### src/logic/tile_io_pkg.sv
/*
  Shared definitions for the tile I/O complex
  - data and address widths
  - memory map: DRAM base, device codes, register offsets
  - address union, message, configuration bus and sink index types
*/
`default_nettype none

package tile_io_pkg;

  localparam int paddr_width_c   = 32;
  localparam int data_width_c    = 64;
  localparam int tile_width_c    = 8;
  localparam int dev_width_c     = 4;
  localparam int offset_width_c  = 20;
  localparam int core_id_width_c = 6;
  localparam int did_width_c     = 3;
  localparam int num_sinks_c     = 4;

  // Everything below this is local to the tile
  localparam logic [paddr_width_c-1:0] dram_base_c = 32'h8000_0000;

  localparam logic [dev_width_c-1:0] dev_cfg_c   = 4'd2;
  localparam logic [dev_width_c-1:0] dev_clint_c = 4'd3;
  localparam logic [dev_width_c-1:0] dev_cache_c = 4'd4;

  localparam logic [offset_width_c-1:0] cfg_freeze_offset_c   = 20'h0_0008;
  localparam logic [offset_width_c-1:0] cfg_core_id_offset_c  = 20'h0_0010;
  localparam logic [offset_width_c-1:0] cfg_host_did_offset_c = 20'h0_0018;

  localparam logic [offset_width_c-1:0] clint_msip_offset_c     = 20'h0_0000;
  localparam logic [offset_width_c-1:0] clint_mtimecmp_offset_c = 20'h0_4000;
  localparam logic [offset_width_c-1:0] clint_plic_offset_c     = 20'h0_B000;
  localparam logic [offset_width_c-1:0] clint_mtime_offset_c    = 20'h0_BFF8;

  typedef enum logic [1:0] {
    msg_read  = 2'b00,
    msg_write = 2'b01
  } msg_type_e;

  typedef struct packed {
    logic [tile_width_c-1:0]   tile;
    logic [dev_width_c-1:0]    dev;
    logic [offset_width_c-1:0] offset;
  } local_addr_s;

  // Same word seen flat or split into tile/device/offset
  typedef union packed {
    logic [paddr_width_c-1:0] paddr;
    local_addr_s              fields;
  } addr_u;

  // Single-beat command or response
  typedef struct packed {
    msg_type_e                msg_type;
    addr_u                    addr;
    logic [data_width_c-1:0]  data;
  } mem_msg_s;

  typedef struct packed {
    logic                       freeze;
    logic [core_id_width_c-1:0] core_id;
    logic [did_width_c-1:0]     host_did;
  } cfg_bus_s;

  // Dispatch order, also the response priority order
  typedef enum logic [1:0] {
    sink_mem      = 2'd0,
    sink_cfg      = 2'd1,
    sink_clint    = 2'd2,
    sink_loopback = 2'd3
  } sink_e;

endpackage

`default_nettype wire

### src/logic/tile_io_decode.sv
/*
  Command address decoder
  - DRAM and cache device addresses go to the memory port
  - cfg and CLINT device codes go to their blocks
  - other local device codes go to loopback
*/
`timescale 1ns/1ps
`default_nettype none

module tile_io_decode
  import tile_io_pkg::*;
(
  input  mem_msg_s               cmd_i,
  input  logic                   cmd_v_i,
  output logic                   cmd_ready_o,
  output logic [num_sinks_c-1:0] sink_v_o,
  input  logic [num_sinks_c-1:0] sink_ready_i
);

  addr_u addr;
  logic  is_local;
  logic  is_mem;
  sink_e sink_sel;

  assign addr     = cmd_i.addr;
  assign is_local = (addr.paddr < dram_base_c);
  assign is_mem   = !is_local || (addr.fields.dev == dev_cache_c);

  always_comb
  begin
    if (is_mem)
      sink_sel = sink_mem;
    else if (addr.fields.dev == dev_cfg_c)
      sink_sel = sink_cfg;
    else if (addr.fields.dev == dev_clint_c)
      sink_sel = sink_clint;
    else
      sink_sel = sink_loopback;
  end

  // Each sink matches its own address range, ready of the selected sink comes back
  assign sink_v_o[sink_mem]      = cmd_v_i & is_mem;
  assign sink_v_o[sink_cfg]      = cmd_v_i & !is_mem & (addr.fields.dev == dev_cfg_c);
  assign sink_v_o[sink_clint]    = cmd_v_i & !is_mem & (addr.fields.dev == dev_clint_c);
  assign sink_v_o[sink_loopback] = cmd_v_i & is_local & (addr.fields.dev != dev_cfg_c) &
                                   (addr.fields.dev != dev_clint_c) &
                                   (addr.fields.dev != dev_cache_c);
  assign cmd_ready_o = sink_ready_i[sink_sel];

  always_comb
  begin
    sink_onehot_a: assert final ($onehot0(sink_v_o) && (!cmd_v_i || sink_v_o[sink_sel]))
      else $error("command valid does not go to exactly the selected sink");
  end

endmodule

`default_nettype wire

### src/logic/tile_io_cfg.sv
/*
  Configuration register block
  - freeze, core id and host did registers
  - single-entry response register
  - configuration bus output
*/
`timescale 1ns/1ps
`default_nettype none

module tile_io_cfg
  import tile_io_pkg::*;
(
  input  logic     clk_i,
  input  logic     reset_i,
  input  mem_msg_s cmd_i,
  input  logic     cmd_v_i,
  output logic     cmd_ready_o,
  output mem_msg_s resp_o,
  output logic     resp_v_o,
  input  logic     resp_ready_i,
  output cfg_bus_s cfg_bus_o
);

  cfg_bus_s                  cfg_r;
  mem_msg_s                  resp_r;
  logic                      resp_v_r;
  logic                      cmd_accept;
  logic                      is_write;
  logic [offset_width_c-1:0] offset;
  logic [data_width_c-1:0]   rd_data;

  assign cmd_ready_o = ~resp_v_r;
  assign cmd_accept  = cmd_v_i & cmd_ready_o;
  assign is_write    = (cmd_i.msg_type == msg_write);
  assign offset      = cmd_i.addr.fields.offset;

  always_comb
  begin
    case (offset)
      cfg_freeze_offset_c:   rd_data = data_width_c'(cfg_r.freeze);
      cfg_core_id_offset_c:  rd_data = data_width_c'(cfg_r.core_id);
      cfg_host_did_offset_c: rd_data = data_width_c'(cfg_r.host_did);
      default:               rd_data = '0;
    endcase
  end

  // Core starts frozen until the host releases it
  always_ff @(posedge clk_i)
  begin
    if (reset_i)
    begin
      cfg_r.freeze   <= 1'b1;
      cfg_r.core_id  <= '0;
      cfg_r.host_did <= '0;
    end
    else if (cmd_accept && is_write)
    begin
      case (offset)
        cfg_freeze_offset_c:   cfg_r.freeze   <= cmd_i.data[0];
        cfg_core_id_offset_c:  cfg_r.core_id  <= cmd_i.data[core_id_width_c-1:0];
        cfg_host_did_offset_c: cfg_r.host_did <= cmd_i.data[did_width_c-1:0];
        default:               ;
      endcase
    end
  end

  always_ff @(posedge clk_i)
  begin
    if (reset_i)
      resp_v_r <= 1'b0;
    else if (cmd_accept)
      resp_v_r <= 1'b1;
    else if (resp_ready_i)
      resp_v_r <= 1'b0;
  end

  always_ff @(posedge clk_i)
  begin
    if (cmd_accept)
    begin
      resp_r.msg_type <= cmd_i.msg_type;
      resp_r.addr     <= cmd_i.addr;
      resp_r.data     <= is_write ? '0 : rd_data;
    end
  end

  assign resp_o    = resp_r;
  assign resp_v_o  = resp_v_r;
  assign cfg_bus_o = cfg_r;

  single_pending_a: assert property (@(posedge clk_i) disable iff (reset_i)
    (resp_v_o && !resp_ready_i) |=> (resp_v_o && $stable(resp_o)))
    else $error("cfg changed or dropped a pending response");

endmodule

`default_nettype wire

### src/logic/tile_io_clint.sv
/*
  CLINT slice
  - msip, mtimecmp, mtime and external interrupt registers
  - free-running mtime counter
  - software, timer and external interrupt outputs
*/
`timescale 1ns/1ps
`default_nettype none

module tile_io_clint
  import tile_io_pkg::*;
(
  input  logic     clk_i,
  input  logic     reset_i,
  input  mem_msg_s cmd_i,
  input  logic     cmd_v_i,
  output logic     cmd_ready_o,
  output mem_msg_s resp_o,
  output logic     resp_v_o,
  input  logic     resp_ready_i,
  output logic     software_irq_o,
  output logic     timer_irq_o,
  output logic     external_irq_o
);

  logic                      msip_r;
  logic                      plic_r;
  logic [data_width_c-1:0]   mtimecmp_r;
  logic [data_width_c-1:0]   mtime_r;
  mem_msg_s                  resp_r;
  logic                      resp_v_r;
  logic                      cmd_accept;
  logic                      wr_en;
  logic [offset_width_c-1:0] offset;
  logic [data_width_c-1:0]   rd_data;

  assign cmd_ready_o = ~resp_v_r;
  assign cmd_accept  = cmd_v_i & cmd_ready_o;
  assign wr_en       = cmd_accept & (cmd_i.msg_type == msg_write);
  assign offset      = cmd_i.addr.fields.offset;

  always_comb
  begin
    case (offset)
      clint_msip_offset_c:     rd_data = data_width_c'(msip_r);
      clint_mtimecmp_offset_c: rd_data = mtimecmp_r;
      clint_plic_offset_c:     rd_data = data_width_c'(plic_r);
      clint_mtime_offset_c:    rd_data = mtime_r;
      default:                 rd_data = '0;
    endcase
  end

  // Compare value of all ones keeps the timer quiet after reset
  always_ff @(posedge clk_i)
  begin
    if (reset_i)
    begin
      msip_r     <= 1'b0;
      plic_r     <= 1'b0;
      mtimecmp_r <= '1;
    end
    else if (wr_en)
    begin
      case (offset)
        clint_msip_offset_c:     msip_r     <= cmd_i.data[0];
        clint_mtimecmp_offset_c: mtimecmp_r <= cmd_i.data;
        clint_plic_offset_c:     plic_r     <= cmd_i.data[0];
        default:                 ;
      endcase
    end
  end

  // A write wins over the increment for that cycle
  always_ff @(posedge clk_i)
  begin
    if (reset_i)
      mtime_r <= '0;
    else if (wr_en && (offset == clint_mtime_offset_c))
      mtime_r <= cmd_i.data;
    else
      mtime_r <= mtime_r + 64'd1;
  end

  always_ff @(posedge clk_i)
  begin
    if (reset_i)
      resp_v_r <= 1'b0;
    else if (cmd_accept)
      resp_v_r <= 1'b1;
    else if (resp_ready_i)
      resp_v_r <= 1'b0;
  end

  always_ff @(posedge clk_i)
  begin
    if (cmd_accept)
    begin
      resp_r.msg_type <= cmd_i.msg_type;
      resp_r.addr     <= cmd_i.addr;
      resp_r.data     <= (cmd_i.msg_type == msg_write) ? '0 : rd_data;
    end
  end

  assign resp_o         = resp_r;
  assign resp_v_o       = resp_v_r;
  assign software_irq_o = msip_r;
  assign external_irq_o = plic_r;
  assign timer_irq_o    = (mtime_r >= mtimecmp_r);

  single_pending_a: assert property (@(posedge clk_i) disable iff (reset_i)
    (resp_v_o && !resp_ready_i) |=> (resp_v_o && $stable(resp_o)))
    else $error("clint changed or dropped a pending response");

endmodule

`default_nettype wire

### src/logic/tile_io_loopback.sv
/*
  Loopback responder for unmapped local devices
  - echoes type and address with zero data
*/
`timescale 1ns/1ps
`default_nettype none

module tile_io_loopback
  import tile_io_pkg::*;
(
  input  logic     clk_i,
  input  logic     reset_i,
  input  mem_msg_s cmd_i,
  input  logic     cmd_v_i,
  output logic     cmd_ready_o,
  output mem_msg_s resp_o,
  output logic     resp_v_o,
  input  logic     resp_ready_i
);

  msg_type_e resp_type_r;
  addr_u     resp_addr_r;
  logic      resp_v_r;
  logic      cmd_accept;

  assign cmd_ready_o = ~resp_v_r;
  assign cmd_accept  = cmd_v_i & cmd_ready_o;

  always_ff @(posedge clk_i)
  begin
    if (reset_i)
      resp_v_r <= 1'b0;
    else if (cmd_accept)
      resp_v_r <= 1'b1;
    else if (resp_ready_i)
      resp_v_r <= 1'b0;
  end

  // Header only, the data beat is dropped
  always_ff @(posedge clk_i)
  begin
    if (cmd_accept)
    begin
      resp_type_r <= cmd_i.msg_type;
      resp_addr_r <= cmd_i.addr;
    end
  end

  assign resp_o.msg_type = resp_type_r;
  assign resp_o.addr     = resp_addr_r;
  assign resp_o.data     = '0;
  assign resp_v_o        = resp_v_r;

endmodule

`default_nettype wire

### src/logic/tile_io_resp_arb.sv
/*
  Response arbiter
  - fixed priority merge of four response streams
  - lowest sink index wins: mem, cfg, clint, loopback
*/
`timescale 1ns/1ps
`default_nettype none

module tile_io_resp_arb
  import tile_io_pkg::*;
(
  input  mem_msg_s [num_sinks_c-1:0] src_resp_i,
  input  logic     [num_sinks_c-1:0] src_v_i,
  output logic     [num_sinks_c-1:0] src_ready_o,
  output mem_msg_s                   resp_o,
  output logic                       resp_v_o,
  input  logic                       resp_ready_i
);

  sink_e                  grant;
  logic [num_sinks_c-1:0] grant_oh;

  // Scan from the top so the lowest valid index is left in grant
  always_comb
  begin
    grant = sink_loopback;
    for (int i = num_sinks_c - 1; i >= 0; i--)
    begin
      if (src_v_i[i])
        grant = sink_e'(i);
    end
  end

  // A source wins when no lower index is valid
  always_comb
  begin
    for (int i = 0; i < num_sinks_c; i++)
      grant_oh[i] = src_v_i[i] &&
                    ((src_v_i & ((num_sinks_c'(1) << i) - num_sinks_c'(1))) == '0);
  end

  // Ready only to the winner, only when downstream takes it
  assign src_ready_o = resp_ready_i ? grant_oh : '0;
  assign resp_v_o    = |src_v_i;
  assign resp_o      = src_resp_i[grant];

  always_comb
  begin
    grant_onehot_a: assert final ($onehot0(src_ready_o) &&
                                  (!(resp_v_o && resp_ready_i) || src_ready_o[grant]))
      else $error("response ready does not go to the one granted source");
  end

endmodule

`default_nettype wire

### src/logic/tile_io.sv
/*
  Tile I/O complex top level
  - command decoder and dispatch to four sinks
  - configuration block, CLINT slice and loopback responder
  - external memory command and response ports
  - response arbiter onto the outgoing response stream
*/
`timescale 1ns/1ps
`default_nettype none

module tile_io
  import tile_io_pkg::*;
(
  input  logic     clk_i,
  input  logic     reset_i,

  input  mem_msg_s io_cmd_i,
  input  logic     io_cmd_v_i,
  output logic     io_cmd_ready_o,

  output mem_msg_s io_resp_o,
  output logic     io_resp_v_o,
  input  logic     io_resp_ready_i,

  output mem_msg_s mem_cmd_o,
  output logic     mem_cmd_v_o,
  input  logic     mem_cmd_ready_i,

  input  mem_msg_s mem_resp_i,
  input  logic     mem_resp_v_i,
  output logic     mem_resp_ready_o,

  output cfg_bus_s cfg_bus_o,
  output logic     software_irq_o,
  output logic     timer_irq_o,
  output logic     external_irq_o
);

  logic     [num_sinks_c-1:0] sink_cmd_v;
  logic     [num_sinks_c-1:0] sink_cmd_ready;
  mem_msg_s [num_sinks_c-1:0] sink_resp;
  logic     [num_sinks_c-1:0] sink_resp_v;
  logic     [num_sinks_c-1:0] sink_resp_ready;

  logic     cfg_cmd_ready, clint_cmd_ready, lb_cmd_ready;
  mem_msg_s cfg_resp, clint_resp, lb_resp;
  logic     cfg_resp_v, clint_resp_v, lb_resp_v;

  // Sink vectors in sink_e order, memory at index 0
  assign sink_cmd_ready = {lb_cmd_ready, clint_cmd_ready, cfg_cmd_ready, mem_cmd_ready_i};
  assign sink_resp      = {lb_resp, clint_resp, cfg_resp, mem_resp_i};
  assign sink_resp_v    = {lb_resp_v, clint_resp_v, cfg_resp_v, mem_resp_v_i};

  // External memory port
  assign mem_cmd_o        = io_cmd_i;
  assign mem_cmd_v_o      = sink_cmd_v[sink_mem];
  assign mem_resp_ready_o = sink_resp_ready[sink_mem];

  tile_io_decode decode (
    .cmd_i        (io_cmd_i),
    .cmd_v_i      (io_cmd_v_i),
    .cmd_ready_o  (io_cmd_ready_o),
    .sink_v_o     (sink_cmd_v),
    .sink_ready_i (sink_cmd_ready)
  );

  tile_io_cfg cfg (
    .clk_i        (clk_i),
    .reset_i      (reset_i),
    .cmd_i        (io_cmd_i),
    .cmd_v_i      (sink_cmd_v[sink_cfg]),
    .cmd_ready_o  (cfg_cmd_ready),
    .resp_o       (cfg_resp),
    .resp_v_o     (cfg_resp_v),
    .resp_ready_i (sink_resp_ready[sink_cfg]),
    .cfg_bus_o    (cfg_bus_o)
  );

  tile_io_clint clint (
    .clk_i          (clk_i),
    .reset_i        (reset_i),
    .cmd_i          (io_cmd_i),
    .cmd_v_i        (sink_cmd_v[sink_clint]),
    .cmd_ready_o    (clint_cmd_ready),
    .resp_o         (clint_resp),
    .resp_v_o       (clint_resp_v),
    .resp_ready_i   (sink_resp_ready[sink_clint]),
    .software_irq_o (software_irq_o),
    .timer_irq_o    (timer_irq_o),
    .external_irq_o (external_irq_o)
  );

  tile_io_loopback loopback (
    .clk_i        (clk_i),
    .reset_i      (reset_i),
    .cmd_i        (io_cmd_i),
    .cmd_v_i      (sink_cmd_v[sink_loopback]),
    .cmd_ready_o  (lb_cmd_ready),
    .resp_o       (lb_resp),
    .resp_v_o     (lb_resp_v),
    .resp_ready_i (sink_resp_ready[sink_loopback])
  );

  tile_io_resp_arb resp_arb (
    .src_resp_i   (sink_resp),
    .src_v_i      (sink_resp_v),
    .src_ready_o  (sink_resp_ready),
    .resp_o       (io_resp_o),
    .resp_v_o     (io_resp_v_o),
    .resp_ready_i (io_resp_ready_i)
  );

endmodule

`default_nettype wire

### config.mk
export PLATFORM = sky130hd
export DESIGN_NAME = tile_io
export DESIGN_NICKNAME = d
export VERILOG_FILES = /design/src/logic/tile_io_pkg.sv /design/src/logic/tile_io_decode.sv /design/src/logic/tile_io_cfg.sv /design/src/logic/tile_io_clint.sv /design/src/logic/tile_io_loopback.sv /design/src/logic/tile_io_resp_arb.sv /design/src/logic/tile_io.sv
export SDC_FILE = /design/constraint.sdc
export NUM_CORES = 1
export LEC_CHECK = 0
export ABC_CLOCK_PERIOD_IN_PS = 3800
export BUFFER_PORTS_ARGS = -buffer_cell sky130_fd_sc_hd__buf_2
export CORE_MARGIN = 4
export CORE_UTILIZATION = 40
export CTS_BUF_LIST = sky130_fd_sc_hd__clkbuf_16
export CTS_CLUSTER_SIZE = 25
export DETAILED_ROUTE_END_ITERATION = 6
export PLACE_DENSITY = 0.59
export RECOVER_POWER = 50
export SYNTH_ARGS = -nofsm -noshare
export SYNTH_HDL_FRONTEND = slang
export SYNTH_SLANG_ARGS = --single-unit
### constraint.sdc
create_clock -name clk_i -period 3.8 [get_ports clk_i]
set_input_delay 0.38 -clock clk_i [delete_from_list [all_inputs] [get_ports clk_i]]
set_output_delay 0.38 -clock clk_i [all_outputs]
set_load 0.1 [all_outputs]
==> flow_summary.json, run 1 <==
{
  "cp_top_family": "simple AND/OR/NAND/NOR gates",
  "ys_seq_area_share_pct": 48.53,
  "ir_drop_mv": 0.2257,
  "pre_cts_slack_ns": 0.7306,
  "drcViolationCount": 0,
  "rsz0062_at_grt": "false",
  "clk_path_buf_depth": 3,
  "max_stage_delay_ns": 0.55,
  "synth_edf_count": 172,
  "grt_pass1_vias": 12620,
  "cts_buffers": 36,
  "cts.clk_slew.worst_paths_ns": 0.06,
  "grt_max_degree": 129,
  "critPathSlowestCell": "or4_1",
  "grt_overflow": 0,
  "ys_types": 54,
  "netlist_instances": 1674,
  "cp-end-kind": "output port",
  "crit_start": "clint.mtime_r[47]",
  "yosysTopAreaCell": "edfxtp_1",
  "grt_antenna_before_repair": 0,
  "holdCritStartpoint": "io_cmd_i[28]",
  "syn-cell-area_um2": 16540,
  "die_w_um": 211.4,
  "post_cts_buffers": 0,
  "hpwl_um": 32950,
  "portBuffers": 414,
  "synth_seq_cells": 315,
  "synth.top_cell.area_share_pct": 31.23,
  "synth_commonest_cells": "nor2_1, edfxtp_1, dfxtp_1",
  "ant_nets": 0,
  "finalPower_uw": 8358,
  "critPathKind": "reg -> out",
  "ctsHoldBuffers": 0,
  "cts_max_level": 2,
  "cp_data_required_time_ns": 3.42,
  "io_pins": 415,
  "via_per_inst": 5.361,
  "nNetsFinal": 2206,
  "violations": "capacitance limit, slew limit",
  "fin_ws_ns": 0.2171,
  "hold-worst-slack_ns": 0.08854,
  "avgSynthCellArea_um2": 9.881,
  "run_status": "finished, violations left",
  "area_delta_synth_final_pct": 16.66,
  "synth_fp_nets": 1941,
  "cts-root-buf": "clkbuf_16",
  "dr.pass1.iters": 5,
  "start_util_pct": 40.51,
  "fmax_mhz": 279.1,
  "cts_resized": 0,
  "worstReg2RegStart": "clint.resp_v_o",
  "vias": 13393,
  "ys.flop_type": "edfxtp_1",
  "cts_sinks": 315,
  "post-route-period-util_pct": 94.29,
  "finalHoldViolCount": 0,
  "worstMarginPinSlew_ns": 1.972,
  "async_flop_share_pct": 0,
  "period_minus_slack_ns": 3.583,
  "insertion_delay_ns": 0.53,
  "grt_pass1_wl_um": 71900,
  "avgRoutedWirePerCell_um": 19.15,
  "synth_warnings": 0,
  "setup_viol": 0,
  "totalWireLength_um": 47840,
  "ys_top_cells_by_area": "edfxtp_1, dfxtp_1, nor2_1, ha_1, buf_4",
  "drtIter0Drc": 816,
  "yosysMostFrequentCell": "nor2_1",
  "dieArea_um2": 44670,
  "p_per_area_nw_per_um2": 433.2,
  "ff2ff_setup_slack_ns": 0.47,
  "drive_gt1_share_pct": 18.57,
  "cp_common_cell": "nand4_1",
  "critPathBufInv": 1,
  "antenna_cells": 0,
  "gp_congestion": 0.8287,
  "tns_ns": 0,
  "start_kind": "flip-flop",
  "holdCritPathClass": "in -> reg",
  "crit_chain": "ha_1, nand4_1, or4_1, nor4_1, nor2b_1, a21oi_1, nand4_1, buf_2",
  "core-area_um2": 40830,
  "report.final.slew_viol_count": 48,
  "cp_max_fo": 6,
  "clock_skew_ns": 0.01376,
  "cts_tree": "built",
  "critPathArrivalTime_ns": 3.20,
  "p_leak_uw": 0.007822,
  "fp-row-count": 74,
  "die_y_um": 211.4,
  "slew_headroom_pct": -31.64,
  "cap_violations": 2,
  "grt_usage_pct": 20.21
}
placed cells by master (no fill, tap or decap), types with 5 or more instances in the layout:
cell type and n:
and3_1 14, clkbuf_16 37, edfxtp_1 172, buf_4 16
a211o_1 64, clkinv_1 6, mux2i_1 49, xnor2_1 16
clkinv_2 10, nand2b_1 9, a22oi_1 69, nor2_1 258
a211oi_2 5, clkbuf_1 146, ha_1 65, a22o_1 58
nand4_1 38, inv_1 80, dfxtp_1 142, nor3_1 12
or3_1 9, and2_1 6, a21oi_1 69, nor4_1 9
a211oi_1 57, xor2_1 45, nand2_1 76, nand3_1 35
buf_2 267, and4_1 11, o21ai_0 49, nor2b_1 6
o21ai_1 6, or4_1 5
cell families after synthesis:
family	synth area share, %
fa+ha+maj	4.917
compound gates	16.99
simple gates	14.55
flops	48.53
buf+inv	8.752
mux	3.033
xor+xnor	3.230
metrics by stage:
stage          area (µm²)  utilization, %  cells
2_1_floorplan       16540               -   1674
3_3_place_gp        18380           45.01   2433
3_5_place_dp        18380           45.01   2433
4_1_cts             19520           47.80   2498
5_1_grt             19300           47.26   2498
6_report            19300           47.26   2498
registers in the layout, summed over array words and instances (netlist names):
signal / cells
cfg.resp_v_o: 1
loopback.resp_v_o: 1
cfg.cfg_bus_o: 10
clint.mtimecmp_r: 64
clint.software_irq_o: 1
clint.mtime_r: 64
clint.resp_v_o: 1
clint.resp_o: 98
clint.external_irq_o: 1
loopback.resp_type_r: 2
cfg.resp_o: 40
loopback.resp_addr_r: 32
power by group:
group / switching, µW / leakage, µW / total (µW) / internal [µW]
logic: 1170 / 0.00441 / 1370 / 205
clock network: 1390 / 0.000592 / 3360 / 1970
registers: 12.7 / 0.00282 / 3620 / 3610
worst register-to-register path: stages (launching register included):
cell and delay (ns):
dfxtp_2 0.57, nand4b_1 0.41, inv_1 1.48, buf_4 0.52
metal layers:
metal	GRT usage (%)	up-vias	part of all wire [%]
met5	0	-	0
met2	33.61	448	47
met4	5.198	0	2.1
li1	-	6518	-
met3	2.875	60	5.9
met1	28.00	6367	45
path summary, 6_finish.rpt:
check,endpoint,cells past startpoint
max,timer_irq_o,8
min,clint.mtimecmp_r[28],2
max reg2reg,clint.resp_o[85],3
min reg2reg,loopback.resp_v_o,2
final cells by class:
type,count,area (µm²)
sequential,315,8029
tap,532,665.6
clock inverter,28,211.5
multi-input combinational,1077,7092
fill,3947,21540
inverter,74,277.8
clock buffer,37,925.9
timing repair buffer,435,2095
Note: power is estimated with default switching activity, not from simulation.
==> run 2: changes to the inputs <==
--- a/config.mk
+++ b/config.mk
@@ -8,12 +8,11 @@
 export ABC_CLOCK_PERIOD_IN_PS = 3800
 export BUFFER_PORTS_ARGS = -buffer_cell sky130_fd_sc_hd__buf_2
 export CORE_MARGIN = 4
-export CORE_UTILIZATION = 40
+export CORE_UTILIZATION = 35
 export CTS_BUF_LIST = sky130_fd_sc_hd__clkbuf_16
 export CTS_CLUSTER_SIZE = 25
 export DETAILED_ROUTE_END_ITERATION = 6
-export PLACE_DENSITY = 0.59
-export RECOVER_POWER = 50
+export PLACE_DENSITY = 0.52
 export SYNTH_ARGS = -nofsm -noshare
 export SYNTH_HDL_FRONTEND = slang
 export SYNTH_SLANG_ARGS = --single-unit
==> flow_summary.json, run 2 (synthesized netlist as in run 1, its figures left out) <==
{
  "run_status": "finished, final reports clean",
  "crit_end": "timer_irq_o",
  "fin_util_pct": 42.24,
  "critPathKind": "reg -> out",
  "cp_top_family": "compound AO/OA/AOI/OAI gates",
  "worstMarginPinSlew_ns": 0.9840,
  "tns_ns": 0,
  "totalWireLength_um": 49110,
  "start_util_pct": 35.45,
  "gp_congestion": 0.8084,
  "p_int_uw": 5791,
  "switching_share_pct": 31.06,
  "finalHoldViolCount": 0,
  "cts_max_level": 2,
  "grt_pass1_wl_um": 74910,
  "die_w_um": 225.4,
  "core-area_um2": 46650,
  "slew_headroom_pct": 34.40,
  "cts_sinks": 315,
  "post-route-period-util_pct": 92.31,
  "fmax_mhz": 285.1,
  "insertion_delay_ns": 0.55,
  "vias": 13384,
  "cp-end-kind": "output port",
  "drive_gt1_share_pct": 26.09,
  "cts-root-buf": "clkbuf_16",
  "holdCritPathClass": "in -> reg",
  "cp_max_fo": 5,
  "largest_register_ffs": 98,
  "dr.pass1.iters": 5,
  "report.final.slew_viol_count": 0,
  "area_delta_synth_final_pct": 19.14,
  "critPathSlowestCell": "a2111o_1",
  "grt_antenna_before_repair": 0,
  "cp_data_required_time_ns": 3.42,
  "dieArea_um2": 50800,
  "max_stage_delay_ns": 0.42,
  "grt_pass1_vias": 13038,
  "hold-path-cell-count": 1,
  "ant_nets": 0,
  "portBuffers": 414,
  "fp-row-count": 79,
  "antenna_cells": 0,
  "die_y_um": 225.4,
  "r2r_end": "clint.mtime_r[42]",
  "crit_start": "clint.mtime_r[0]",
  "nNetsFinal": 2212,
  "ir_drop_mv": 0.2239,
  "drcViolationCount": 0,
  "power_frac_clock_pct": 40.2,
  "cp_num_cells": 9,
  "pwr-share-comb_pct": 16.6,
  "mostFrequentLayoutCells": "buf_2, nor2_1, edfxtp_1",
  "period_minus_slack_ns": 3.508,
  "p_sw_uw": 2609,
  "clk_path_buf_depth": 3,
  "hpwl_um": 34460,
  "avgRoutedWirePerCell_um": 19.03,
  "clock_skew_ns": 0.02016,
  "cts_tree": "built",
  "num-fill-cells": 4587,
  "crit_chain": "inv_1, ha_1, nand2b_1, a2111o_1, a31oi_1, o211ai_1, nand3_1, nand4_1, clkbuf_4",
  "via_per_inst": 5.186,
  "cap_violations": 0,
  "rsz0062_at_grt": "false",
  "seqPwrFrac_pct": 43.1,
  "critPathBufInv": 2,
  "critPathArrivalTime_ns": 3.13,
  "p_leak_uw": 0.008323,
  "grt_max_degree": 92,
  "cts_buffers": 37,
  "start_kind": "flip-flop",
  "ff2ff_setup_slack_ns": 1.12,
  "worstReg2RegStart": "clint.resp_v_o",
  "final_common_cell": "buf_2",
  "grt_overflow": 0,
  "io_pins": 415,
  "setup_viol": 0,
  "grt_usage_pct": 18.61,
  "p_per_area_nw_per_um2": 426.2,
  "cts.clk_slew.worst_paths_ns": 0.06,
  "r2r.worst_path.cells": 6,
  "drtIter0Drc": 748
}
## run 2: power groups by stage
| stage | clock, µW | combinational (µW) | sequential, µW |
|---|---|---|---|
| 6_report | 3380 | 1400 | 3620 |
| 5_1_grt | 3620 | 1450 | 3620 |
| 4_1_cts | 3490 | 1410 | 3620 |
| 2_1_floorplan | 0 | 1150 | 3690 |
| 3_3_place_gp | 0 | 1400 | 3690 |
| 3_5_place_dp | 0 | 1400 | 3700 |
## run 2: repair_timing
action	4_1_cts	5_1_grt
buffers inserted	0	0
hold buffers	0	0
resized for setup	0	1
setup endpoints to repair	0	1
## run 2: layer usage
layer  track usage, %  share of wire, %  up-vias
li1                 -                 -     6543
met1            25.48                46     6383
met2            31.05                47      401
met3            2.944               5.2       57
met4            4.584               1.9        0
met5                0                 0        -
## run 2: per-stage QoR
stage / instances / total power (µW) / instance area (µm²) / hold WS (ns) / setup WS (ns)
floorplan: 1674 / 4842 / 16540 / 0.4709 / 0.01057
global placement: 2513 / 5094 / 18550 / 0.4994 / 0.7011
detailed placement: 2513 / 5099 / 18550 / 0.5150 / 0.6517
CTS: 2581 / 8520 / 19700 / 0.02497 / 0.1698
global route: 2581 / 8697 / 19710 / 0.04064 / 0.08582
finish: 2581 / 8400 / 19710 / 0.06056 / 0.2924
## run 2: area by class of cell
| cell class | instances | area [µm²] | area share [%] |
|---|---|---|---|
| Tap cell | 607 | 759.5 | 3.854 |
| Clock buffer | 38 | 950.9 | 4.825 |
| Inverter | 74 | 280.3 | 1.422 |
| Sequential cell | 315 | 8030 | 40.75 |
| Multi-Input combinational cell | 1077 | 7107 | 36.06 |
| Clock inverter | 30 | 203.9 | 1.035 |
| Timing Repair Buffer | 440 | 2375 | 12.05 |
## run 2: worst min-delay path by stage
stage / start / end / slack (ns)
3_5_place_dp: cfg.cfg_bus_o[8] / cfg.cfg_bus_o[8] / 0.51
5_1_grt: io_cmd_i[93] / loopback.resp_addr_r[29] / 0.04
4_1_cts: io_cmd_i[93] / loopback.resp_addr_r[29] / 0.02
2_1_floorplan: loopback.resp_v_o / loopback.resp_v_o / 0.47
3_3_place_gp: cfg.cfg_bus_o[7] / cfg.cfg_bus_o[7] / 0.50
6_report: io_cmd_i[93] / loopback.resp_addr_r[29] / 0.06
